### src/arcade_pkg.sv
package arcade_pkg;

	typedef logic [13:0] mem_addr_t;
	typedef logic [15:0] rom_word_t;
	typedef logic [31:0] gfx_word_t;
	typedef logic [7:0]  ctr_t;
	typedef logic [1:0]  hw_type_t;

	// Board variants that share this core.
	localparam hw_type_t HW_NINJAKUN = 2'd0;
	localparam hw_type_t HW_RAIDERS5 = 2'd1;
	localparam hw_type_t HW_NOVA2001 = 2'd2;

	// Download address bits 15:14.
	localparam logic [1:0] REGION_GFX = 2'd0;
	localparam logic [1:0] REGION_CPU = 2'd1;
	localparam logic [1:0] REGION_PAL = 2'd2;

	localparam int PAL_BYTES = 32;

	localparam int GFX_WORDS = 2;
	localparam int CPU_WORDS = 1;

	// Arbiter grant states.
	localparam logic [1:0] ARB_IDLE   = 2'd0;
	localparam logic [1:0] ARB_ACCESS = 2'd1;
	localparam logic [1:0] ARB_READY  = 2'd2;

	// Graphics bytes put address bit 13 at the bottom of the word address.
	typedef union packed {
		struct packed {
			logic [1:0]  region;
			logic [12:0] word;
			logic        lane;
		} cpu;
		struct packed {
			logic [1:0]  region;
			logic        half;
			logic [11:0] word;
			logic        lane;
		} gfx;
	} load_addr_u;

endpackage

### src/input_mapper.sv
`timescale 1ns/1ps

module input_mapper import arcade_pkg::*; (
	input  logic     CLOCK_48,
	input  logic     rst_n,
	input  hw_type_t hwtype,
	input  logic     p1_up,
	input  logic     p1_down,
	input  logic     p1_left,
	input  logic     p1_right,
	input  logic     p1_fire_a,
	input  logic     p1_fire_b,
	input  logic     p2_up,
	input  logic     p2_down,
	input  logic     p2_left,
	input  logic     p2_right,
	input  logic     p2_fire_a,
	input  logic     p2_fire_b,
	input  logic     coin,
	input  logic     start1,
	input  logic     start2,
	input  logic     service,
	output ctr_t     ctr1,
	output ctr_t     ctr2,
	output ctr_t     ctr3
);

	always_ff @(posedge CLOCK_48 or negedge rst_n) begin
		if (!rst_n) begin
			ctr1 <= 8'hff;
			ctr2 <= 8'hff;
			ctr3 <= 8'hff;
		end else begin
			case (hwtype)
				HW_RAIDERS5: begin
					ctr1 <= ~{2'b00, start1, p1_fire_a, p1_up, p1_down, p1_right, p1_left};
					ctr2 <= ~{coin, service, start2, p2_fire_a, p2_up, p2_down, p2_right,
						p2_left};
					ctr3 <= 8'hff;
				end
				HW_NOVA2001: begin
					ctr1 <= ~{p1_fire_a, p1_fire_b, 2'b00, p1_right, p1_left, p1_down, p1_up};
					ctr2 <= ~{p2_fire_a, p2_fire_b, 2'b00, p2_right, p2_left, p2_down, p2_up};
					ctr3 <= ~{5'b00000, start2, start1, coin};
				end
				default: begin
					// Ninjakun layout, coin and service bits are active high here.
					ctr1 <= ~{2'b11, start1, 1'b0, p1_fire_a, p1_fire_b, p1_right, p1_left};
					ctr2 <= ~{~coin, ~service, start2, 1'b0, p2_fire_a, p2_fire_b, p2_right,
						p2_left};
					ctr3 <= 8'hff;
				end
			endcase
		end
	end

endmodule

### config.mk
export PLATFORM = sky130hd
export DESIGN_NAME = input_mapper
export DESIGN_NICKNAME = d
export VERILOG_FILES = /design/src/arcade_pkg.sv /design/src/input_mapper.sv
export SDC_FILE = /design/constraint.sdc
export NUM_CORES = 1
export LEC_CHECK = 0
export ABC_AREA = 1
export BUFFER_PORTS_ARGS = -buffer_cell sky130_fd_sc_hd__clkbuf_2
export CORE_ASPECT_RATIO = 0.6
export CORE_UTILIZATION = 40
export DETAILED_ROUTE_END_ITERATION = 7
export PLACE_DENSITY = 0.74
export SLEW_MARGIN = 10
export SYNTH_ARGS = -nofsm -noshare
export SYNTH_HDL_FRONTEND = slang
export SYNTH_SLANG_ARGS = --single-unit
### constraint.sdc
create_clock -name CLOCK_48 -period 0.8 [get_ports CLOCK_48]
set_input_delay 0.04 -clock CLOCK_48 [delete_from_list [all_inputs] [get_ports CLOCK_48]]
set_output_delay 0.04 -clock CLOCK_48 [all_outputs]
set_load 0.02 [all_outputs]
==> summary.md <==
| Metric | Value |
|---|---|
| Vias | 801 |
| Endpoint type of the worst setup path | output pin |
| RSZ-0062 raised after global routing | true |
| Top-count cell post-synth | dfstp_2 |
| Family with the most delay on the worst path | flip-flops |
| Critical Path AT | 910 ps |
| Clk buf depth | 2 |
| Max Cap Viol | 0 |
| Synth top area cells | dfstp_2 57%, nand3_1 9.1%, o21ai_0 6.8%, buf_4 6.8%, inv_1 6.8% |
| ANT cells | 0 |
| Clock sink count | 19 |
| Tot GR Track Use | 20.3% |
| Yosys warning total | 0 |
| First-iteration detailed-routing DRC count | 16 |
| WL/cell | 12.0 um |
| Die H | 38.4 um |
| Leakage power | 0.754 nW |
| Min Tclk post-route | 952 ps |
| Final Worst Setup Slack | -152 ps |
| FF+latch count, synth | 19 |
| PortBufs | 38 |
| Layout cells sized above 1 | 49.3% |
| Post-synth top area cell | dfstp_2 |
| Worst setup path class | flop to output pin |
| CP Launch Type | flop |
| Global-route wire length before repair | 3370 um |
| Post-synthesis cell area | 883 sq um |
| CTS tree | done |
| CTS buffer count | 3 |
| Max Clk Rate | 1050 MHz |
| Pins over their slew limit | 0 |
| Core Region | 1970 sq um |
| Initial antenna violation count | 0 |
| Number of setup violations in the final report | 19 |
| CP bufs+invs | 1 |
| Layout area overhead | 71.8% |
| Critical path origin | ctr3[2] |
| Antenna-violating nets left | 0 |
| Drc violations | 0 |
| Final period utilization | 119% |
| Routed WL | 2160 um |
| Most frequent cells after synthesis | 19 x dfstp_2, 16 x inv_1, 16 x nand3_1 |
| Crit-path cells | buf_8 |
| WP data required | 760 ps |
| Final core occ | 77.2% |
| Ys flop type | dfstp_2 |
| Final hold viol count | 0 |
| Fin nets | 176 |
| HP Class | input pin to async pin |
| Starting density of the core | 44.9% |
| Async SR Flop Fraction | 100% |
| Clk pin slew, worst setup/hold paths | 70 ps |
| Largest net degree at the start of global routing | 20 |
| Total negative setup slack | -2720 ps |
| Maximum vdd ir drop | 1.18 mV |
| Gate Count Post-Synth | 95 |
| Routability Congestion | 0.822 |
| Floorplan row count | 12 |
| First-pass DRT Iterations | 4 |
| Vias in the first global route | 774 |
| Die area | 2410 sq um |
| Post-synthesis sequential area ratio | 56.5% |
| I/O Pins | 44 |
| Number of flops mapped to enable cells by yosys | 0 |
| Crit path max fanout | 1 |
| Violated checks | negative setup slack |
| Status | finished, violations left |
| Global route total overflow | 0 |
| Post-DP HPWL | 1440 um |
| Crit-path max cell delay | 540 ps |
| CP max stage cell | dfstp_2 |
| Routed vias/inst | 4.45 |
| Netlist cell types | 11 |
| Hold slack | 22.8 ps |
| CTS HTree Levels | 1 |
| CTS root buffer | clkbuf_8 |
| Yosys top cell area share | 56.5% |
| Chip width | 62.7 um |
| Total power density per cell area | 1720 nW/um^2 |
| Syn Area/Cell | 9.30 sq um |
==> placed cells by master (no fill, tap or decap), drive strengths merged <==
cell	instances
conb	5
inv	17
nand2	15
o21ai	12
buf	28
dlygate4sd3	11
clkbuf	23
nor2	3
dfstp	19
ha	3
nand3	16
==> state kept, by name, indices dropped and copies added (netlist names) <==
name	count
ctr2	8
ctr1	8
ctr3	3
==> stage by stage <==
step | instances | area [sq um] | setup WS [ps] | total power [mW]
final | 180 | 1520 | -152 | 2.61
after global routing | 180 | 1520 | -176 | 2.72
after CTS | 180 | 1480 | -173 | 2.55
after detailed placement | 165 | 1160 | -231 | 1.70
after global placement | 165 | 1160 | -151 | 1.69
after floorplan | 99 | 911 | 5.92 | 1.47
==> where the power goes <==
group          internal [mW]  total, mW  switching [mW]
registers               1.11       1.17          0.0576
logic                  0.423      0.776           0.353
clock network          0.355      0.663           0.308
total                   1.89       2.61           0.718
==> logic make-up after synthesis <==
logic type | synth area share [%]
AND/OR/NAND/NOR | 16.7
buffers and inverters | 15.3
flip-flops | 56.5
AO/OA/AOI/OAI | 6.80
adder cells (fa/ha/maj) | 4.25
other | 0.425
==> metal layers <==
layer / global-route usage, % / share of wire [%]
met1: 22.6 / 44
met2: 37.0 / 48
met3: 7.74 / 6.6
met5: 0 / 0
met4: 6.98 / 1.0
==> final timing paths <==
kind                            to  slack [ps]  depth (start not counted)
max in group asynchronous  ctr1[6]         750                          1
min in group CLOCK_48      ctr2[2]          20                          4
max                        ctr3[2]        -150                          1
min                        ctr2[1]          20                          1
==> final cells by class <==
cell class	count	area, sq um
flip-flops and latches	19	499
repair buffers	58	583
well taps	28	35.0
multi-input cells	54	292
fillers	133	449
clock buffers	4	45.0
inverters	17	63.8
==> repair_timing <==
item                                    in CTS  in global routing
endpoints found under the setup margin      19                 25
setup buffers                                0                  0
gates resized for setup                     35                 26
hold buffers                                11                  0
endpoints found under the hold margin       14                  0
Power figures use the tool's default switching activity.
