## src/arcade_pkg.sv

```systemverilog
package arcade_pkg;

	typedef logic [13:0] mem_addr_t;
	typedef logic [15:0] rom_word_t;
	typedef logic [31:0] gfx_word_t;
	typedef logic [7:0]  ctr_t;
	typedef logic [1:0]  hw_type_t;

	// Board variants that share this core.
	localparam hw_type_t HW_NINJAKUN = 2'd0;
	localparam hw_type_t HW_RAIDERS5 = 2'd1;
	localparam hw_type_t HW_NOVA2001 = 2'd2;

	// Download address bits 15:14.
	localparam logic [1:0] REGION_GFX = 2'd0;
	localparam logic [1:0] REGION_CPU = 2'd1;
	localparam logic [1:0] REGION_PAL = 2'd2;

	localparam int PAL_BYTES = 32;

	localparam int GFX_WORDS = 2;
	localparam int CPU_WORDS = 1;

	// Arbiter grant states.
	localparam logic [1:0] ARB_IDLE   = 2'd0;
	localparam logic [1:0] ARB_ACCESS = 2'd1;
	localparam logic [1:0] ARB_READY  = 2'd2;

	// Graphics bytes put address bit 13 at the bottom of the word address.
	typedef union packed {
		struct packed {
			logic [1:0]  region;
			logic [12:0] word;
			logic        lane;
		} cpu;
		struct packed {
			logic [1:0]  region;
			logic        half;
			logic [11:0] word;
			logic        lane;
		} gfx;
	} load_addr_u;

endpackage

```

## src/rom_fetch.sv

```systemverilog
`timescale 1ns/1ps

module rom_fetch import arcade_pkg::*; #(
	parameter int WORDS = 1
) (
	input  logic                  CLOCK_48,
	input  logic                  rst_n,
	input  logic                  fetch_req,
	input  mem_addr_t             fetch_addr,
	output logic                  fetch_busy,
	output logic                  fetch_valid,
	output logic [WORDS*16-1:0]   fetch_data,
	output mem_addr_t             paddr,
	output logic                  psel,
	output logic                  penable,
	input  rom_word_t             prdata,
	input  logic                  pready
);

	logic [$clog2(WORDS + 1) - 1:0] cnt;
	logic                           beat_done;
	logic                           start;

	assign fetch_busy = psel;
	assign start      = fetch_req & ~psel;
	assign beat_done  = psel & penable & pready;

	always_ff @(posedge CLOCK_48 or negedge rst_n) begin
		if (!rst_n) begin
			psel        <= 1'b0;
			penable     <= 1'b0;
			cnt         <= '0;
			fetch_valid <= 1'b0;
		end else begin
			fetch_valid <= 1'b0;
			if (start) begin
				psel    <= 1'b1;
				penable <= 1'b0;
				cnt     <= '0;
			end else if (beat_done) begin
				// Back to setup phase for the next word.
				penable <= 1'b0;
				if (cnt == WORDS - 1) begin
					psel        <= 1'b0;
					fetch_valid <= 1'b1;
				end else begin
					cnt <= cnt + 1'b1;
				end
			end else if (psel) begin
				penable <= 1'b1;
			end
		end
	end

	// First word lands in the low half.
	always_ff @(posedge CLOCK_48) begin
		if (start)
			paddr <= fetch_addr;
		else if (beat_done)
			paddr <= paddr + 1'b1;
		if (beat_done)
			fetch_data[cnt*16 +: 16] <= prdata;
	end

endmodule

```

## config.mk

```make
export PLATFORM = sky130hd
export DESIGN_NAME = rom_fetch
export DESIGN_NICKNAME = d
export VERILOG_FILES = /design/src/arcade_pkg.sv /design/src/rom_fetch.sv
export SDC_FILE = /design/constraint.sdc
export NUM_CORES = 1
export LEC_CHECK = 0
export BUFFER_PORTS_ARGS = -buffer_cell sky130_fd_sc_hd__buf_4
export CAP_MARGIN = 20
export CORE_MARGIN = 4
export CORE_UTILIZATION = 47
export CTS_BUF_LIST = sky130_fd_sc_hd__clkbuf_4
export CTS_CLUSTER_DIAMETER = 100
export DETAILED_ROUTE_END_ITERATION = 10
export GPL_ROUTABILITY_DRIVEN = 0
export PLACE_DENSITY = 0.77
export SYNTH_ARGS = -nofsm -noshare
export SYNTH_HDL_FRONTEND = slang
export SYNTH_SLANG_ARGS = --single-unit
```

## constraint.sdc

```tcl
create_clock -name CLOCK_48 -period 2.1 [get_ports CLOCK_48]
set_input_delay 0.315 -clock CLOCK_48 [delete_from_list [all_inputs] [get_ports CLOCK_48]]
set_output_delay 0.315 -clock CLOCK_48 [all_outputs]
set_load 0.005 [all_outputs]
```

==> flow_summary.toml <==
[clock_tree]
path_clk_slew_ps = 100
cts.sinks = 33
cts_made_buffers = 5
root_buffer = "clkbuf_4"
clk_latency_ps = 340
max-clock-path-buffers = 2
cts_tree = "built"
cts_resized = 0
htree_levels = 2

[power_and_ir_drop]
p_leak_nw = 0.842
p_seq_frac = 0.503
internal-power_mw = 1.64
ir_drop_v = 0.000828
clkPwrFrac = 0.139
comb_power_share = 0.358
powerDensity_nw_per_um2 = 1230
p_sw_frac = 0.350
p_switching_uw = 884

[cells_and_area]
antenna_cells = 0
final_cell_mix = "buf_4, edfxtp_1, nand2_1"
area_growth_pct = 41.9
final_common_cell = "buf_4"
layout.cells.non_filler = 215
num-fill-cells = 210
multiInputGateArea_sq_um = 447
drive_gt1_frac = 0.457
layout.nets = 218
utilization = 0.721
final-seq-area_sq_um = 976

[detailed_routing]
avgRoutedWirePerCell_microns = 14.9
drt_iter0_drc = 37
postRouteWirelength_microns = 3210
top_layer = "met4"
m1WireLength_microns = 1250
vias = 1075
route.met3.wl_microns = 333
viasPerCell = 5.00
dr_wl_met2_microns = 1530
drcViolationCount = 0
first_pass_iters = 4
ant_nets = 0

[setup_path]
cp.arrival_ps = 1710
cp-end-kind = "flip-flop"
cp_max_fo = 4
path_cells = "ha_1, nand4_2, nor4_2, xnor2_1, a21oi_1"
worst_path_max_delay_cell = "edfxtp_1"
worst_path_largest_cell_delay_ps = 460
cp-start-kind = "flip-flop"
critPathKind = "reg -> reg"
worstPathRequired_ps = 2180

[floorplan]
ioPinCount = 68
dieWidth_microns = 63.5
dieArea_sq_um = 4030
core.rowCount = 19
fp.dieH_microns = 63.5
start_util = 0.508
core_area_sq_um = 2850

[timing]
worst_slack_ps = 473
clock_skew_ps = 4.02
rsz0062_at_grt = "no"
slew_violations = 0
setup_violations = 0
worstMarginPinSlew_ps = 428
maxSlewHeadroom = 0.714
fin_tns_setup_ps = 0
fin_crit_ps = 1630
hold_viol = 0
fmax_mhz = 615
min_period_over_period = 0.775

[synthesis]
synth-seq-cells = 33
ys_types = 26
synth_top_area_cell = "edfxtp_1"
synth_compound_area_frac = 0.0509
synth_nets = 144
ys_seq_area_frac = 0.674
synthAdderAreaFrac = 0.00864
netlist_instances = 109
syn_area_per_cell_sq_um = 13.3
yosysWarnings = 0
muxShareOfSynthArea = 0
synth_top_family_by_area = "simple AND/OR/NAND/NOR gates"
synthTopCellsByArea = "edfxtp_1, xnor2_1, dfrtp_1, nand2_1, nor2_1"
synthSimpleGateAreaFrac = 0.176
synth_top_cell_area_share = 0.622
synthXorXnorAreaFrac = 0.0725
synth_area_sq_um = 1450

[flow_run]
drv_cap = 0

[placement]
pre_cts_ws_ps = 478
detailed_place_hpwl_microns = 2400
io_buffers = 67
post-place-cells = 206

[outcome]
status = "finished clean"

[global_route]
grt_pass1_wl_microns = 5490
grt_max_degree = 19
antenna_found_initial = 0
grt_pass1_vias = 1192
grt_util_all_layers = 0.178
overflow = 0

[hold_path]
holdCritPathClass = "in -> reg"
[final timing paths]
check / startpoint / cells after the start / slack [ps] / to
setup / recovery: paddr[0]$_DFFE_PN_ / 5 / 470 / paddr[12]$_DFFE_PN_
hold reg to reg: penable$_DFFE_PN0P_ / 1 / 600 / fetch_valid$_DFF_PN0_
min in group asynchronous: rst_n / 2 / 290 / penable$_DFFE_PN0P_
hold / removal: prdata[9] / 1 / 140 / fetch_data[9]$_DFFE_PP_
setup reg to reg: paddr[0]$_DFFE_PN_ / 5 / 470 / paddr[12]$_DFFE_PN_
max in group asynchronous: rst_n / 2 / 1720 / fetch_busy$_DFFE_PN0N_
[layout make-up]
class	instances	share of cell area
flip-flops and latches	33	0.475
multi-input cells	70	0.217
inverters	3	0.00548
well taps	31	0.0189
clock buffers	5	0.0183
clock inverters	3	0.00852
repair buffers	70	0.257
[synthesized netlist by cell type]
cell / number
nand2_1: 14
and3_1: 2
xnor2_1: 10
o21ai_1: 3
o21ai_2: 1
nor2_1: 13
a21oi_1: 7
nand2b_1: 1
xor2_1: 2
clkbuf_1: 1
inv_1: 3
dfrtp_1: 3
nand4_2: 1
nand3_1: 2
nor4_2: 2
o21ai_0: 3
nor3_1: 3
nand4_1: 1
nand3_4: 1
buf_4: 1
nor4_4: 1
buf_1: 1
edfxtp_1: 30
or2_2: 1
nand4_4: 1
ha_1: 1
[critical path, delay by kind of cell, from the launching register on]
family,cells,cell delay (ps)
flops,1,460
compound gates,1,80
xor+xnor,1,150
fa+ha+maj,1,250
simple gates,2,430
[registers in the layout (all words and copies together) (netlist names)]
signal	count
paddr	14
fetch_valid	1
penable	1
fetch_busy	1
fetch_data	16
[power by group through the flow]
stage	registers [mW]	clock network (mW)	logic, mW
4_1_cts	1.27	0.363	0.922
3_5_place_dp	1.29	0	0.914
6_report	1.27	0.351	0.906
3_3_place_gp	1.27	0	0.898
2_1_floorplan	1.27	0	0.444
5_1_grt	1.31	0.408	1.02
[logic make-up after synthesis]
family	after synthesis
buf+inv	6
xor+xnor	12
flops	33
compound gates	14
simple gates	43
fa+ha+maj	1
[metrics by stage]
step           total power [mW]  instance area [sq um]  hold slack (ps)
4_1_cts                    2.56                   2060              125
3_3_place_gp               2.17                   1990              104
5_1_grt                    2.73                   2060              103
2_1_floorplan              1.71                   1450             19.4
6_report                   2.53                   2060              139
3_5_place_dp               2.20                   1990              105
[per-layer routing]
metal  vias up  GRT usage
met3        10     0.0906
met4         0     0.0916
li1        537          -
met1       481      0.194
met5         -          0
met2        47      0.283
[timing repair]
item | in CTS | in global routing
hold buffers | 1 | 0
setup buffers | 0 | 0
hold endpoints to repair | 3 | 0
Note: power is estimated with default switching activity, not from simulation.
