## config.mk

```make
export PLATFORM = sky130hd
export DESIGN_NAME = rom_loader
export DESIGN_NICKNAME = d
export VERILOG_FILES = /design/src/arcade_pkg.sv /design/src/rom_loader.sv
export SDC_FILE = /design/constraint.sdc
export NUM_CORES = 1
export LEC_CHECK = 0
export BUFFER_PORTS_ARGS = -buffer_cell sky130_fd_sc_hd__buf_2
export CORE_ASPECT_RATIO = 1.5
export CORE_MARGIN = 2
export CORE_UTILIZATION = 48
export CTS_BUF_LIST = sky130_fd_sc_hd__clkbuf_8 sky130_fd_sc_hd__clkbuf_16
export DETAILED_ROUTE_END_ITERATION = 16
export PLACE_DENSITY = 0.84
export SKIP_CTS_REPAIR_TIMING = 1
export SYNTH_ARGS = -nofsm -noshare
export SYNTH_HDL_FRONTEND = slang
export SYNTH_SLANG_ARGS = --single-unit
```

## constraint.sdc

```tcl
create_clock -name CLOCK_48 -period 4.6 [get_ports CLOCK_48]
set_input_delay 0.92 -clock CLOCK_48 [delete_from_list [all_inputs] [get_ports CLOCK_48]]
set_output_delay 0.92 -clock CLOCK_48 [all_outputs]
set_load 0.005 [all_outputs]
```

## src/arcade_pkg.sv

```systemverilog
package arcade_pkg;

	typedef logic [13:0] mem_addr_t;
	typedef logic [15:0] rom_word_t;
	typedef logic [31:0] gfx_word_t;
	typedef logic [7:0]  ctr_t;
	typedef logic [1:0]  hw_type_t;

	// Board variants that share this core.
	localparam hw_type_t HW_NINJAKUN = 2'd0;
	localparam hw_type_t HW_RAIDERS5 = 2'd1;
	localparam hw_type_t HW_NOVA2001 = 2'd2;

	// Download address bits 15:14.
	localparam logic [1:0] REGION_GFX = 2'd0;
	localparam logic [1:0] REGION_CPU = 2'd1;
	localparam logic [1:0] REGION_PAL = 2'd2;

	localparam int PAL_BYTES = 32;

	localparam int GFX_WORDS = 2;
	localparam int CPU_WORDS = 1;

	// Arbiter grant states.
	localparam logic [1:0] ARB_IDLE   = 2'd0;
	localparam logic [1:0] ARB_ACCESS = 2'd1;
	localparam logic [1:0] ARB_READY  = 2'd2;

	// Graphics bytes put address bit 13 at the bottom of the word address.
	typedef union packed {
		struct packed {
			logic [1:0]  region;
			logic [12:0] word;
			logic        lane;
		} cpu;
		struct packed {
			logic [1:0]  region;
			logic        half;
			logic [11:0] word;
			logic        lane;
		} gfx;
	} load_addr_u;

endpackage

```

## src/rom_loader.sv

```systemverilog
`timescale 1ns/1ps

module rom_loader import arcade_pkg::*; (
	input  logic       CLOCK_48,
	input  logic       rst_n,
	input  logic       ioctl_download,
	input  logic       ioctl_wr,
	input  logic [15:0] ioctl_addr,
	input  logic [7:0] ioctl_dout,
	input  logic       reset_req,
	output mem_addr_t  paddr,
	output logic       psel,
	output logic       penable,
	output logic       pwrite,
	output rom_word_t  pwdata,
	output logic [1:0] pstrb,
	input  logic       pready,
	output logic       pal_wr,
	output logic [4:0] pal_addr,
	output logic [7:0] pal_data,
	output logic       core_reset
);

	load_addr_u ld_addr;
	logic       wr_last;
	logic       wr_rise;
	logic       rom_hit;
	logic       pal_hit;
	logic       pal_pend;
	logic       start;
	logic       download_d;
	logic       rom_loaded;
	logic       load_done;

	assign ld_addr = ioctl_addr;
	assign wr_rise = ioctl_download & ioctl_wr & ~wr_last;
	assign rom_hit = (ld_addr.cpu.region == REGION_CPU) || (ld_addr.cpu.region == REGION_GFX);
	assign pal_hit = (ld_addr.cpu.region == REGION_PAL) && (ioctl_addr[13:0] < PAL_BYTES);
	assign start   = wr_rise & rom_hit & ~psel;

	always_ff @(posedge CLOCK_48 or negedge rst_n) begin
		if (!rst_n) begin
			wr_last  <= 1'b0;
			psel     <= 1'b0;
			penable  <= 1'b0;
			pwrite   <= 1'b0;
			pal_pend <= 1'b0;
			pal_wr   <= 1'b0;
		end else begin
			wr_last  <= ioctl_wr;
			pal_pend <= wr_rise & pal_hit;
			pal_wr   <= pal_pend;
			if (psel && penable && pready) begin
				psel    <= 1'b0;
				penable <= 1'b0;
				pwrite  <= 1'b0;
			end else if (psel) begin
				penable <= 1'b1;
			end else if (start) begin
				psel   <= 1'b1;
				pwrite <= 1'b1;
			end
		end
	end

	// Byte goes on both lanes and pstrb enables one.
	always_ff @(posedge CLOCK_48) begin
		if (start) begin
			pwdata <= {ioctl_dout, ioctl_dout};
			pstrb  <= ld_addr.cpu.lane ? 2'b10 : 2'b01;
			if (ld_addr.cpu.region == REGION_CPU)
				paddr <= {1'b1, ld_addr.cpu.word};
			else
				paddr <= {1'b0, ld_addr.gfx.word, ld_addr.gfx.half};
		end
		if (wr_rise && pal_hit) begin
			pal_addr <= ioctl_addr[4:0];
			pal_data <= ioctl_dout;
		end
	end

	assign load_done = download_d & ~ioctl_download;

	// Core stays in reset until the first download has finished.
	always_ff @(posedge CLOCK_48 or negedge rst_n) begin
		if (!rst_n) begin
			download_d <= 1'b0;
			rom_loaded <= 1'b0;
			core_reset <= 1'b1;
		end else begin
			download_d <= ioctl_download;
			if (load_done)
				rom_loaded <= 1'b1;
			core_reset <= reset_req | ~(rom_loaded | load_done);
		end
	end

endmodule

```

==> qor.yml <==
p_int_w: 0.000664
synth_cells: 86
layout_commonest_cell: "buf_2"
relSlewSlack: 0.240
dpl.cell_count: 198
use_met3: 0.0667
p_per_area_nw_per_um2: 381
worstSkewPairLatency_ps: 290
switchingPower_w: 0.000167
slew_viol_final: 0
maxCapViolCount: 0
tightest_slew_ps: 1140
gr-total-overflow: 0
drtIter0Drc: 15
drtPass1Iterations: 4
fin_util: 0.643
synth_top_area_frac: 0.664
arrival_ps: 2400
initial_core_util: 0.495
met1_usage: 0.187
path_class: "input pin to register"
syn_to_final_growth_pct: 30.0
power_leakage_nw: 0.918
worstSetupEndpointType: "register"
cts.sinks: 46
drive_gt1_frac: 0.646
ys_types: 22
row_count: 26
syn-num-nets: 116
yosysSeqAreaShare: 0.799
cp_data_required_time_ps: 4510
grt_most_used_layer: "met2"
ant_nets: 0
drc: 0
die-width_microns: 52.2
cts_root_buf: "clkbuf_8"
layout_common_cells: "buf_2 (79), edfxtp_1 (37), mux2_2 (12), dfrtp_1 (8), clkbuf_8 (5)"
synth.ff_latch_count: 46
first_global_vias: 1054
grt_max_degree: 25
vias: 1017
swShare: 0.201
fmax_mhz: 402
coreArea_sq_um: 3380
clock_path_buffers: 2
fillers: 279
cts_tree: "built"
path_clk_slew_ps: 80
seqPwrFrac: 0.575
fin_crit_sh: 0.540
grt_usage: 0.169
peakVddDrop_uv: 341
pin_count: 80
n_antenna_cell: 0
syn_area_sq_um: 1670
hold_violations: 0
crit_fanout: 14
htreeDepth: 2
status: "complete, no violations"
clock_skew_ps: 10.2
antenna_found_initial: 0
port_buffers: 79
grt_pass1_wl_microns: 4870
cts-buffers-inserted: 5
yosysWarnings: 0
rsz0062_at_grt: "no"
drt-total-wl_microns: 3110
layoutNonFillerInstCount: 206
cp-start-kind: "input pin"
synth_area_leader_cell: "edfxtp_1"
die_h_microns: 76.3
tns_ps: 0
fin_nets: 193
gp_congestion: 0.675
pwr-share-comb: 0.080
avgSynthCellArea_sq_um: 19.5
via_per_inst: 4.94
p_clk_frac: 0.345
synth_area_leaders: "edfxtp_1 (66%), dfrtp_1 (12%), mux2_2 (8.1%)"
die_area_sq_um: 3990
met2_usage: 0.281
finalCriticalPeriod_ps: 2490
wl_per_cell_microns: 15.1
hold_path_class: "register to register"
setup_viol: 0
==> state kept, by name, summed over array words and instances (netlist names) <==
register    count
core_reset      1
download_d      1
paddr          14
pal_addr        5
pal_data        8
pal_pend        1
pal_wr          1
penable         1
psel            1
pstrb           2
pwdata          8
pwrite          1
rom_loaded      1
wr_last         1
==> cells by family (layout without fill, tap and decap cells) <==
group,Yosys count,after routing,share of synthesized area
AOI/OAI and AO/OA,4,4,0.0194
muxes,13,13,0.0874
DFF,46,46,0.799
buffers and inverters,11,89,0.0433
and+or+nand+nor,12,12,0.0508
==> power by group through the flow <==
| stage | Combinational [W] | Clock, W | Sequential (W) |
|---|---|---|---|
| floorplan | 0.0000286 | 0 | 0.000487 |
| global placement | 0.0000639 | 0 | 0.000485 |
| detailed placement | 0.0000674 | 0 | 0.000486 |
| CTS | 0.0000675 | 0.000293 | 0.000477 |
| global route | 0.0000734 | 0.000308 | 0.000480 |
| finish | 0.0000665 | 0.000286 | 0.000478 |
==> per-stage QoR <==
step | hold slack [ps] | power, W | cell area, sq um | setup slack, ps
detailed placement | 341 | 0.000553 | 2070 | 1790
global placement | 338 | 0.000549 | 2070 | 1820
global route | 373 | 0.000861 | 2180 | 1990
finish | 359 | 0.000830 | 2180 | 2110
CTS | 360 | 0.000837 | 2180 | 2110
floorplan | 331 | 0.000515 | 1670 | 1830
==> worst max-delay path, stage by stage <==
cell	delay, ps
buf_2	110
or4_1	560
nor4_4	800
==> final cells by class <==
cell class	count	area [sq um]	share of cell area
multi-input cells	29	275	0.126
clock inverters	3	40.0	0.0184
inverters	2	7.51	0.00345
well taps	42	52.6	0.0241
flip-flops and latches	46	1340	0.614
repair buffers	79	395	0.182
clock buffers	5	68.8	0.0316
==> synthesized netlist by cell type, drive strengths merged <==
cell	instances
inv	2
nor2	1
dfstp	1
nand3	1
or2	2
o2bb2ai	2
nor4	1
nand2	1
mux2	13
o21a	1
edfxtp	37
or3b	1
o21bai	1
buf	9
nor2b	1
dfrtp	8
nand2b	1
or4	2
nand3b	1
==> worst paths after layout <==
path	slack, ps	endpoint	startpoint	depth (start not counted)
worst max-delay path	2110	pal_data[6]	ioctl_addr[11]	3
worst min-delay path	360	pal_wr	pal_pend	0
worst max register to register	2590	pstrb[1]	psel	2
worst min register to register	360	pal_wr	pal_pend	0
max in group asynchronous	3890	core_reset	rst_n	1
min in group asynchronous	460	pwrite	rst_n	1
==> routing by layer <==
layer / part of all wire / routed length [microns]
met1: 0.34 / 1070
met2: 0.52 / 1630
met3: 0.11 / 333
met4: 0.026 / 81
met5: 0 / 0
Power figures use the tool's default switching activity.
