**src/arcade_pkg.sv**
```systemverilog
package arcade_pkg;

	typedef logic [13:0] mem_addr_t;
	typedef logic [15:0] rom_word_t;
	typedef logic [31:0] gfx_word_t;
	typedef logic [7:0]  ctr_t;
	typedef logic [1:0]  hw_type_t;

	// Board variants that share this core.
	localparam hw_type_t HW_NINJAKUN = 2'd0;
	localparam hw_type_t HW_RAIDERS5 = 2'd1;
	localparam hw_type_t HW_NOVA2001 = 2'd2;

	// Download address bits 15:14.
	localparam logic [1:0] REGION_GFX = 2'd0;
	localparam logic [1:0] REGION_CPU = 2'd1;
	localparam logic [1:0] REGION_PAL = 2'd2;

	localparam int PAL_BYTES = 32;

	localparam int GFX_WORDS = 2;
	localparam int CPU_WORDS = 1;

	// Arbiter grant states.
	localparam logic [1:0] ARB_IDLE   = 2'd0;
	localparam logic [1:0] ARB_ACCESS = 2'd1;
	localparam logic [1:0] ARB_READY  = 2'd2;

	// Graphics bytes put address bit 13 at the bottom of the word address.
	typedef union packed {
		struct packed {
			logic [1:0]  region;
			logic [12:0] word;
			logic        lane;
		} cpu;
		struct packed {
			logic [1:0]  region;
			logic        half;
			logic [11:0] word;
			logic        lane;
		} gfx;
	} load_addr_u;

endpackage

```
**src/mem_arbiter.sv**
```systemverilog
`timescale 1ns/1ps

module mem_arbiter import arcade_pkg::*; (
	input  logic       CLOCK_48,
	input  logic       rst_n,
	input  mem_addr_t  ld_paddr,
	input  logic       ld_psel,
	input  logic       ld_penable,
	input  logic       ld_pwrite,
	input  rom_word_t  ld_pwdata,
	input  logic [1:0] ld_pstrb,
	output logic       ld_pready,
	input  mem_addr_t  cpu_paddr,
	input  logic       cpu_psel,
	input  logic       cpu_penable,
	output rom_word_t  cpu_prdata,
	output logic       cpu_pready,
	input  mem_addr_t  gfx_paddr,
	input  logic       gfx_psel,
	input  logic       gfx_penable,
	output rom_word_t  gfx_prdata,
	output logic       gfx_pready,
	output mem_addr_t  ram_addr,
	output logic       ram_we,
	output logic [1:0] ram_strb,
	output rom_word_t  ram_wdata,
	input  rom_word_t  ram_rdata
);

	logic [1:0] state;
	// One-hot grant, bit 0 loader, bit 1 cpu, bit 2 gfx.
	logic [2:0] gnt;
	logic       in_access;
	logic       in_ready;

	assign in_access = (state == ARB_ACCESS);
	assign in_ready  = (state == ARB_READY);

	always_ff @(posedge CLOCK_48 or negedge rst_n) begin
		if (!rst_n) begin
			state <= ARB_IDLE;
			gnt   <= 3'b000;
		end else begin
			case (state)
				ARB_IDLE: begin
					if (ld_psel) begin
						gnt   <= 3'b001;
						state <= ARB_ACCESS;
					end else if (cpu_psel) begin
						gnt   <= 3'b010;
						state <= ARB_ACCESS;
					end else if (gfx_psel) begin
						gnt   <= 3'b100;
						state <= ARB_ACCESS;
					end
				end
				ARB_ACCESS: state <= ARB_READY;
				default: begin
					state <= ARB_IDLE;
					gnt   <= 3'b000;
				end
			endcase
		end
	end

	always_comb begin
		ram_we = 1'b0;
		if (gnt[0]) begin
			ram_addr = ld_paddr;
			ram_we   = in_access & ld_pwrite;
		end else if (gnt[1]) begin
			ram_addr = cpu_paddr;
		end else begin
			ram_addr = gfx_paddr;
		end
	end

	// Only the loader writes.
	assign ram_strb  = ld_pstrb;
	assign ram_wdata = ld_pwdata;

	// Read data comes straight from the RAM output register.
	assign cpu_prdata = ram_rdata;
	assign gfx_prdata = ram_rdata;

	assign ld_pready  = in_ready & gnt[0] & ld_penable;
	assign cpu_pready = in_ready & gnt[1] & cpu_penable;
	assign gfx_pready = in_ready & gnt[2] & gfx_penable;

endmodule

```
**config.mk**
```make
export PLATFORM = sky130hd
export DESIGN_NAME = mem_arbiter
export DESIGN_NICKNAME = d
export VERILOG_FILES = /design/src/arcade_pkg.sv /design/src/mem_arbiter.sv
export SDC_FILE = /design/constraint.sdc
export NUM_CORES = 1
export LEC_CHECK = 0
export ABC_AREA = 1
export CORE_ASPECT_RATIO = 2
export CORE_MARGIN = 8
export CORE_UTILIZATION = 30
export DETAILED_ROUTE_END_ITERATION = 12
export DONT_BUFFER_PORTS = 1
export GPL_TIMING_DRIVEN = 0
export SETUP_SLACK_MARGIN = 0.3
export SLEW_MARGIN = 0
export SYNTH_ARGS = -nofsm -noshare
export SYNTH_HDL_FRONTEND = slang
export SYNTH_SLANG_ARGS = --single-unit
```
**constraint.sdc**
```tcl
create_clock -name CLOCK_48 -period 0.9 [get_ports CLOCK_48]
set_input_delay 0.09 -clock CLOCK_48 [delete_from_list [all_inputs] [get_ports CLOCK_48]]
set_output_delay 0.09 -clock CLOCK_48 [all_outputs]
set_load 0.02 [all_outputs]
```
==> results.txt, run 1 <==
crit share post-route: 143%
vias per cell: 5.03
Root Buffer: clkbuf_8
Iter 0 DRT Violations: 7
critical path arrival: 1.20 ns
register share of total power: 9.6%
first-pass GRT wire length: 5.86 mm
initial core utilization: 31.0%
power share of the combinational group: 81.0%
final WL: 4.06 mm
post-route setup slack: -0.386 ns
final max-slew violation count: 0
failing checks: hold timing, setup timing
antenna-violating nets left: 0
Leak: 0.664 nW
Worst setup EP type: primary output
Netlist cell types: 16
peak supply drop: 1.59 mV
port bufs: 0
Psw: 2.34 mW
syn_area_per_cell: 6.58 sq um
Least-Margin Pin Slew: 0.275 ns
Int Pwr: 2.00 mW
sequential area share after synthesis: 12.9%
Post-Synthesis Cell Area: 967 sq um
Routed WL per cell: 21.6 microns
Clock Power Share: 9.4%
Reg2Reg Depth: 5
post-layout util: 45.9%
DR DRC count: 0
Die ar.: 5410 sq um
syn_nets: 232
Overflow after GRT: 0
initial antenna violation count: 0
slowest CP cell: dfrtp_1
Final min period: 1.29 ns
core footprint: 3120 sq um
synth-to-layout area growth: 48.1%
TritonCTS Buffers: 3
clock sinks: 5
switching part of the total: 53.8%
largest net degree at the start of global routing: 11
Max FO, Critical Path: 8
Worst Setup Start Kind: register
final hold violation count: 1
number of global-route vias before repair: 1153
RD Place Congestion: 0.731
Cell Chain, Critical Path: buf_6, inv_8, clkbuf_16, nand2_2, a21oi_4
H-Tree Depth: 1
Tot Pwr: 4.34 mW
Ys Warns: 0
Layout fillers: 325
Reg2Reg Setup Slack: -0.07 ns
WHS Path Cells: 2
r2r endpoint: gnt[1]
antenna cell count: 0
reg2reg start: state[0]
FP Rows: 29
Tot GR Track Use: 13.3%
pwr/cell area: 3030 nW/um^2
Chip Width: 56.2 microns
Crit path largest cell delay: 0.36 ns
vias: 945
Syn Inst Count: 147
Worst-path clk slew: 0.03 ns
status: complete, but fails checks
share of layout cells above drive strength 1: 73.2%
worst hold path type: in2reg
CP Launch Point: gnt[1]
Skew-Pair Late Insertion Delay: 0.22 ns
RSZ-0062 raised after global routing: true
Worst EP required: 0.81 ns
Hold Slack: -0.00505 ns
Hold Path End: gnt[0]
setup skew after layout: 0.00295 ns
Max Buffers Root-to-Sink: 2
Fmax achieved: 0.778 GHz
# IOs: 153
Final #Nets: 243
Max-Slew Margin vs Limit: 81.6%
Max Cap Viol: 0
CTS tree: built
Seq cells post-synth: 5
Setup violations, final: 21
Hold Path Origin: ld_psel
Setup CP Type: reg2out
Post-DP HPWL: 3.55 mm
drt first pass iters: 2
Die H: 96.3 microns
[cells by family after synthesis]
logic type	Yosys count	share of synthesized area (%)
AO/OA/AOI/OAI	29	16.0
buffers and inverters	62	49.8
flip-flops	5	12.9
AND/OR/NAND/NOR	51	21.2
[worst max path at each step]
stage                         to  cells after the start
finish               ram_addr[7]                      5
global route        ram_addr[10]                      4
CTS                  ram_addr[8]                      5
detailed placement   ram_addr[8]                      5
global placement     ram_addr[7]                      5
floorplan           ram_addr[10]                      5
[power by group through the flow]
stage               clock (mW)  sequential (mW)  combinational, mW
finish                   0.410            0.416               3.51
global route             0.441            0.426               3.73
global placement             0            0.383               3.08
floorplan                    0            0.378               2.80
detailed placement           0            0.388               3.17
CTS                      0.418            0.403               3.38
[worst max-delay path, delay by kind of cell, from the launching register on]
kind,cells,cell delay (ns)
buffers and inverters,3,0.35
AO/OA/AOI/OAI,1,0.20
flip-flops,1,0.36
AND/OR/NAND/NOR,1,0.06
[cells in the mapped netlist]
library cell   n  share of area [%]
dfrtp_1        5                 13
clkinv_4       1               0.91
a21boi_0       1               0.78
nand2_1       26                 10
nor2_1        19                7.4
buf_4         50                 39
nand3b_1       1               0.78
inv_4          1               0.65
nand2_2        2                1.3
nand3_1        2                1.0
a21oi_1       26                 13
a21oi_2        2                1.8
buf_6          5                5.8
nor2_2         1               0.65
buf_12         1                2.1
inv_1          4                1.6
[cell usage in the layout, fill, tap and decap left out, types with 3 or more instances in the layout]
master	synthesis	routed
buf_6	5	7
nand2_2	2	9
a21oi_1	26	6
a21oi_4	0	14
nand2_1	26	13
clkbuf_8	0	3
buf_4	50	51
nor2_1	19	15
nor2_4	0	5
dfrtp_1	5	3
nand2_4	0	6
a21oi_2	2	8
inv_2	0	3
[layout make-up]
cell class | instances | area (sq um) | share of cell area, %
timing repair buffer | 6 | 76.3 | 5.33
multi-input combinational | 80 | 647 | 45.2
buffer | 56 | 460 | 32.1
clock buffer | 4 | 45.0 | 3.14
inverter | 6 | 37.5 | 2.62
sequential | 5 | 128 | 8.91
tap | 31 | 38.8 | 2.71
[metal layers]
metal	up-vias	routed length, microns	share of wire (%)	global-route usage [%]
li1	438	-	-	-
met1	427	1070	26	10.0
met2	73	2410	59	26.1
met3	7	529	13	8.59
met4	0	49	1.2	3.83
met5	-	0	0	0
[sequential cells by signal, indices dropped and copies added, names as in the netlist]
register / cells
gnt: 3
state: 2
[per-stage QoR]
step | hold slack (ns) | cell area (sq um) | setup WS, ns | instances | setup TNS [ns]
detailed placement | -0.205 | 1270 | -0.183 | 178 | -2.35
CTS | -0.00655 | 1380 | -0.405 | 186 | -6.17
global placement | -0.205 | 1270 | -0.158 | 178 | -2.05
finish | -0.00505 | 1430 | -0.386 | 188 | -6.16
floorplan | -0.206 | 1230 | -0.0896 | 147 | -0.921
global route | 0.000256 | 1430 | -0.435 | 188 | -7.18
[repair_timing]
action                                  in CTS  in global routing
gates cloned                                 1                  1
setup buffers                                2                  1
endpoints found under the setup margin      23                 23
resized for setup                            9                  9
pin swaps                                    3                  5
hold endpoints to repair                     6                  0
hold buffers                                 1                  0
(Power assumes the default switching activity.)
==> run 2: changes to the inputs <==
Settings changed: BUFFER_PORTS_ARGS from default to -buffer_cell sky130_fd_sc_hd__buf_2, CORE_UTILIZATION 30 to 27, CTS_BUF_LIST from default to sky130_fd_sc_hd__clkbuf_2 sky130_fd_sc_hd__clkbuf_4 sky130_fd_sc_hd__clkbuf_8, DONT_BUFFER_PORTS 1 to default, PLACE_DENSITY from default to 0.8.
==> results.txt, run 2 (same netlist as run 1, synthesis figures left out) <==
status: complete, but fails checks
failing checks: setup timing
drt first pass iters: 3 (+1)
Iter 0 DRT Violations: 28 (+21)
Max FO, Critical Path: 6 (-2)
initial core utilization: 27.4% (-3.6 points)
Tot GR Track Use: 16.7% (+3.4 points)
CTS tree: built
post-route setup slack: -0.464 ns (-0.0779 ns)
most common cell after layout, fill and taps aside: buf_2
synth-to-layout area growth: 156%
pwr/cell area: 2640 nW/um^2 (-13%)
Setup CP Type: reg2out
max reg flops: 3 (unchanged)
TritonCTS Buffers: 3 (unchanged)
initial antenna violation count: 0 (unchanged)
crit share post-route: 152% (+8.7 points)
final WL: 5.15 mm (+27%)
Max Buffers Root-to-Sink: 2 (unchanged)
r2r endpoint: gnt[2]
Final #Nets: 368 (+51%)
Final Non-Filler Cells: 331 (+76%)
Reg2Reg Setup Slack: -0.14 ns (-0.07 ns)
commonest non-fill, non-tap cells in the layout: buf_2 (100), buf_4 (55), a21oi_4 (28)
Reg2Reg Depth: 6 (+1)
final max-slew violation count: 0 (unchanged)
H-Tree Depth: 1 (unchanged)
Worst Setup EP: ram_addr[8]
Setup WS pre-CTS: -0.277 ns (-0.0941 ns)
number of global-route vias before repair: 1680 (+46%)
Die H: 101 microns (+4.5%)
setup skew after layout: 0.00305 ns (+0.000108 ns)
antenna-violating nets left: 0 (unchanged)
clock sinks: 5 (unchanged)
Post-DP HPWL: 3.70 mm (+4.3%)
Final min period: 1.36 ns (+0.0779 ns)
# IOs: 153 (unchanged)
reg2reg start: state[1]
peak supply drop: 1.42 mV (-11%)
final hold violation count: 0 (-1)
Setup violations, final: 21 (unchanged)
CP Launch Point: gnt[1]
worst hold path type: in2reg
DP Area: 1880 sq um (+48%)
Multi-input gate area: 795 sq um (+23%)
vias per cell: 4.35 (-13%)
RSZ-0062 raised after global routing: true
Sequential Area: 126 sq um (-0.98%)
Least-Margin Pin Slew: 0.284 ns (+0.00917 ns)
core footprint: 3530 sq um (+13%)
Chip Width: 58.3 microns (+3.9%)
largest registers: gnt x3, state x2
FP Rows: 31 (+6.9%)
Leak: 1.27 nW (+92%)
Routed WL per cell: 15.6 microns (-28%)
RD Place Congestion: 0.816 (+12%)
placed cells: 314 (+76%)
Design Area, Final: 2470 sq um (+73%)
Worst EP required: 0.81 ns (about the same)
Worst-path clk slew: 0.03 ns (about the same)
critical path arrival: 1.27 ns (+0.07 ns)
Root Buffer: clkbuf_8
Layout fillers: 267 (-18%)
Die ar.: 5870 sq um (+8.5%)
Largest Register: gnt
Skew-Pair Late Insertion Delay: 0.23 ns (about the same)
port bufs: 118 (+118)
largest net degree at the start of global routing: 11 (unchanged)
vias: 1441 (+52%)
Overflow after GRT: 0 (unchanged)
first-pass GRT wire length: 7.85 mm (+34%)
Worst Setup Start Kind: register
antenna cell count: 0 (unchanged)
Max-Slew Margin vs Limit: 81.0% (-0.61 points)
Max Cap Viol: 0 (unchanged)
Worst setup EP type: primary output
DR DRC count: 0 (unchanged)
share of layout cells above drive strength 1: 91.1% (+18 points)
Fmax achieved: 0.733 GHz (-5.7%)
[run 2: how the worst min path moves through the flow]
| stage | start | end | slack [ns] | cells after the start |
|---|---|---|---|---|
| 5_1_grt | ld_psel | gnt[0] | 0.12 | 3 |
| 4_1_cts | ld_psel | gnt[0] | 0.1 | 3 |
| 3_3_place_gp | rst_n | gnt[2] | -0.09 | 1 |
| 3_5_place_dp | rst_n | gnt[2] | -0.09 | 1 |
| 6_report | ld_psel | gnt[0] | 0.10 | 3 |
| 2_1_floorplan | rst_n | gnt[0] | -0.21 | 0 |
[run 2: power breakdown]
part / internal, mW / switching (mW)
registers: 0.315 / 0.0831
logic: 2.87 / 2.79
clock network: 0.335 / 0.119
[run 2: final cells by class]
type,instances,area share (%)
multi-input cells,80,32.1
plain buffers,56,19.8
flip-flops and latches,5,5.11
repair buffers,131,36.8
inverters,6,1.72
clock buffers,4,1.97
well taps,49,2.48
[run 2: routing by layer]
metal | global-route usage, % | vias up | share of wire (%)
li1 | - | 683 | -
met2 | 31.1 | 109 | 52
met4 | 3.99 | 0 | 1.6
met5 | 0 | - | 0
met3 | 6.78 | 8 | 13
met1 | 16.1 | 641 | 34
[run 2: worst max-delay path, cell delays in order, from the launching register on]
cell,delay [ns]
dfrtp_1,0.38
buf_8,0.16
clkinv_8,0.07
clkbuf_16,0.14
nand2_2,0.06
a21oi_4,0.12
buf_6,0.13
[run 2: timing repair]
item                                   4_1_cts  5_1_grt
hold buffers                                 1        0
resized for setup                           87        6
gates cloned                                 3        1
pin swaps                                    8        5
setup buffers                                6        2
setup endpoints to repair                   23       23
endpoints found under the hold margin        5        0
[run 2: stage by stage]
stage	TNS, ns	util (%)	total power, mW	hold slack, ns
6_report	-7.81	70.1	6.52	0.103
5_1_grt	-8.62	70.1	6.82	0.119
4_1_cts	-7.85	68.3	6.30	0.0977
3_5_place_dp	-3.90	53.3	4.02	-0.0854
3_3_place_gp	-3.42	53.3	3.94	-0.0933
2_1_floorplan	-0.921	-	3.17	-0.206
==> run 3: changes to the inputs <==
Settings changed: PLACE_DENSITY 0.8 to 0.89, RECOVER_POWER from default to 50, SLEW_MARGIN 0 to default.
==> results.txt, run 3 (same netlist as run 1, synthesis figures left out) <==
RD Place Congestion: 0.729 (-11%)
Fmax achieved: 0.722 GHz (-1.5%)
Leak: 1.19 nW (-6.6%)
Final #Nets: 368 (unchanged)
worst hold path type: in2reg
H-Tree Depth: 1 (unchanged)
Iter 0 DRT Violations: 15 (-46%)
most common cell after layout, fill and taps aside: buf_2
drt first pass iters: 3 (unchanged)
Setup WS pre-CTS: -0.264 ns (+0.0127 ns)
Root Buffer: clkbuf_8
largest registers: gnt x3, state x2
Overflow after GRT: 0 (unchanged)
max reg flops: 3 (unchanged)
Largest Register: gnt
Least-Margin Pin Slew: 0.298 ns (+0.0143 ns)
initial core utilization: 27.4% (unchanged)
placed cells: 314 (unchanged)
Worst Setup Start Kind: register
setup skew after layout: 0.00229 ns (-0.000769 ns)
FP Rows: 31 (unchanged)
core footprint: 3530 sq um (unchanged)
initial antenna violation count: 0 (unchanged)
synth-to-layout area growth: 146%
Design Area, Final: 2380 sq um (-3.7%)
Chip Width: 58.3 microns (unchanged)
post-route setup slack: -0.485 ns (-0.0212 ns)
peak supply drop: 1.51 mV (+6.4%)
clock sinks: 5 (unchanged)
critical path arrival: 1.30 ns (+0.03 ns)
first-pass GRT wire length: 7.47 mm (-4.8%)
final max-slew violation count: 0 (unchanged)
status: complete, but fails checks
Setup CP Type: reg2out
Worst setup EP type: primary output
Final Non-Filler Cells: 331 (unchanged)
vias: 1417 (-1.7%)
share of layout cells above drive strength 1: 81.2% (-9.9 points)
DP Area: 1880 sq um (unchanged)
TritonCTS Buffers: 3 (unchanged)
Max-Slew Margin vs Limit: 80.1% (-0.88 points)
Die H: 101 microns (unchanged)
Worst-path clk slew: 0.04 ns (about the same)
commonest non-fill, non-tap cells in the layout: buf_2 (78), buf_4 (54), a21oi_4 (26)
Final min period: 1.39 ns (+0.0212 ns)
failing checks: setup timing
port bufs: 118 (unchanged)
Die ar.: 5870 sq um (unchanged)
Max FO, Critical Path: 6 (unchanged)
Tot Pwr: 6.24 mW (-4.3%)
final hold violation count: 0 (unchanged)
Worst EP required: 0.81 ns (about the same)
Skew-Pair Late Insertion Delay: 0.23 ns (about the same)
antenna-violating nets left: 0 (unchanged)
vias per cell: 4.28 (-1.7%)
Post-DP HPWL: 3.87 mm (+4.4%)
Max Buffers Root-to-Sink: 2 (unchanged)
DR DRC count: 0 (unchanged)
crit share post-route: 154% (+2.4 points)
pwr/cell area: 2620 nW/um^2 (-0.61%)
Tot GR Track Use: 16.0% (-0.70 points)
largest net degree at the start of global routing: 11 (unchanged)
number of global-route vias before repair: 1679 (-0.060%)
final WL: 4.90 mm (-4.9%)
antenna cell count: 0 (unchanged)
Setup violations, final: 22 (+4.8%)
Routed WL per cell: 14.8 microns (-4.9%)
Max Cap Viol: 0 (unchanged)
CTS tree: built
# IOs: 153 (unchanged)
RSZ-0062 raised after global routing: true
## run 3: cell types whose count changed in the layout (fill, tap and decap cells not counted), moves of 2 or more
cell | before | now
a21oi_4 | 28 | 26
nor2_4 | 5 | 9
nor2_2 | 10 | 5
buf_8 | 1 | 3
buf_2 | 100 | 78
buf_12 | 7 | 3
buf_6 | 19 | 21
clkbuf_1 | 0 | 24
## run 3: critical path, stage by stage (launching register included)
cell	delay, ns
dfrtp_1	0.36
buf_6	0.16
inv_8	0.08
clkbuf_16	0.14
nand2_2	0.06
a21oi_4	0.13
buf_6	0.13
## run 3: power by group
group          switching [mW]  total, mW  leakage, nW  internal [mW]
logic                    2.72       5.39         1.10           2.66
registers              0.0770      0.392       0.0633          0.315
clock network           0.128      0.463       0.0262          0.336
## run 3: cell type report
cell class	instances	area (sq um)
clock buffer	4	48.8
fill	279	1150
buffer	56	468
tap	49	61.3
inverter	6	37.5
sequential	5	126
timing repair buffer	131	850
multi-input combinational	80	791
## run 3: what timing repair did
| item | 4_1_cts | 5_1_grt |
|---|---|---|
| resized for setup | 73 | 8 |
| endpoints found under the setup margin | 23 | 23 |
| cloned | 2 | 1 |
| hold endpoints to repair | 5 | 0 |
| setup buffers | 9 | 0 |
| hold buffers | 1 | 0 |
| pin swaps | 10 | 5 |
## run 3: final timing paths
check / from / endpoint / slack [ns] / cells past startpoint
setup / recovery: gnt[1] / ram_addr[7] / -0.49 / 6
hold / removal: ld_psel / gnt[0] / 0.11 / 3
setup reg to reg: state[0] / gnt[0] / -0.12 / 6
hold reg to reg: gnt[2] / gnt[2] / 0.49 / 2
max in group asynchronous: rst_n / state[1] / 0.38 / 2
min in group asynchronous: rst_n / gnt[1] / 0.27 / 2
## run 3: layer usage
| metal | track usage, % | share of wire (%) | up-vias |
|---|---|---|---|
| li1 | - | - | 685 |
| met1 | 13.7 | 30 | 643 |
| met2 | 29.8 | 56 | 83 |
| met3 | 8.57 | 12 | 6 |
| met4 | 5.13 | 1.1 | 0 |
| met5 | 0 | 0 | - |
## run 3: metrics by stage
stage	hold slack (ns)	util (%)	setup TNS (ns)
after global placement	-0.0956	53.3	-3.51
after global routing	0.143	67.5	-8.87
final	0.108	67.5	-7.89
after floorplan	-0.206	-	-0.921
after CTS	0.108	66.6	-8.03
after detailed placement	-0.0877	53.3	-3.88
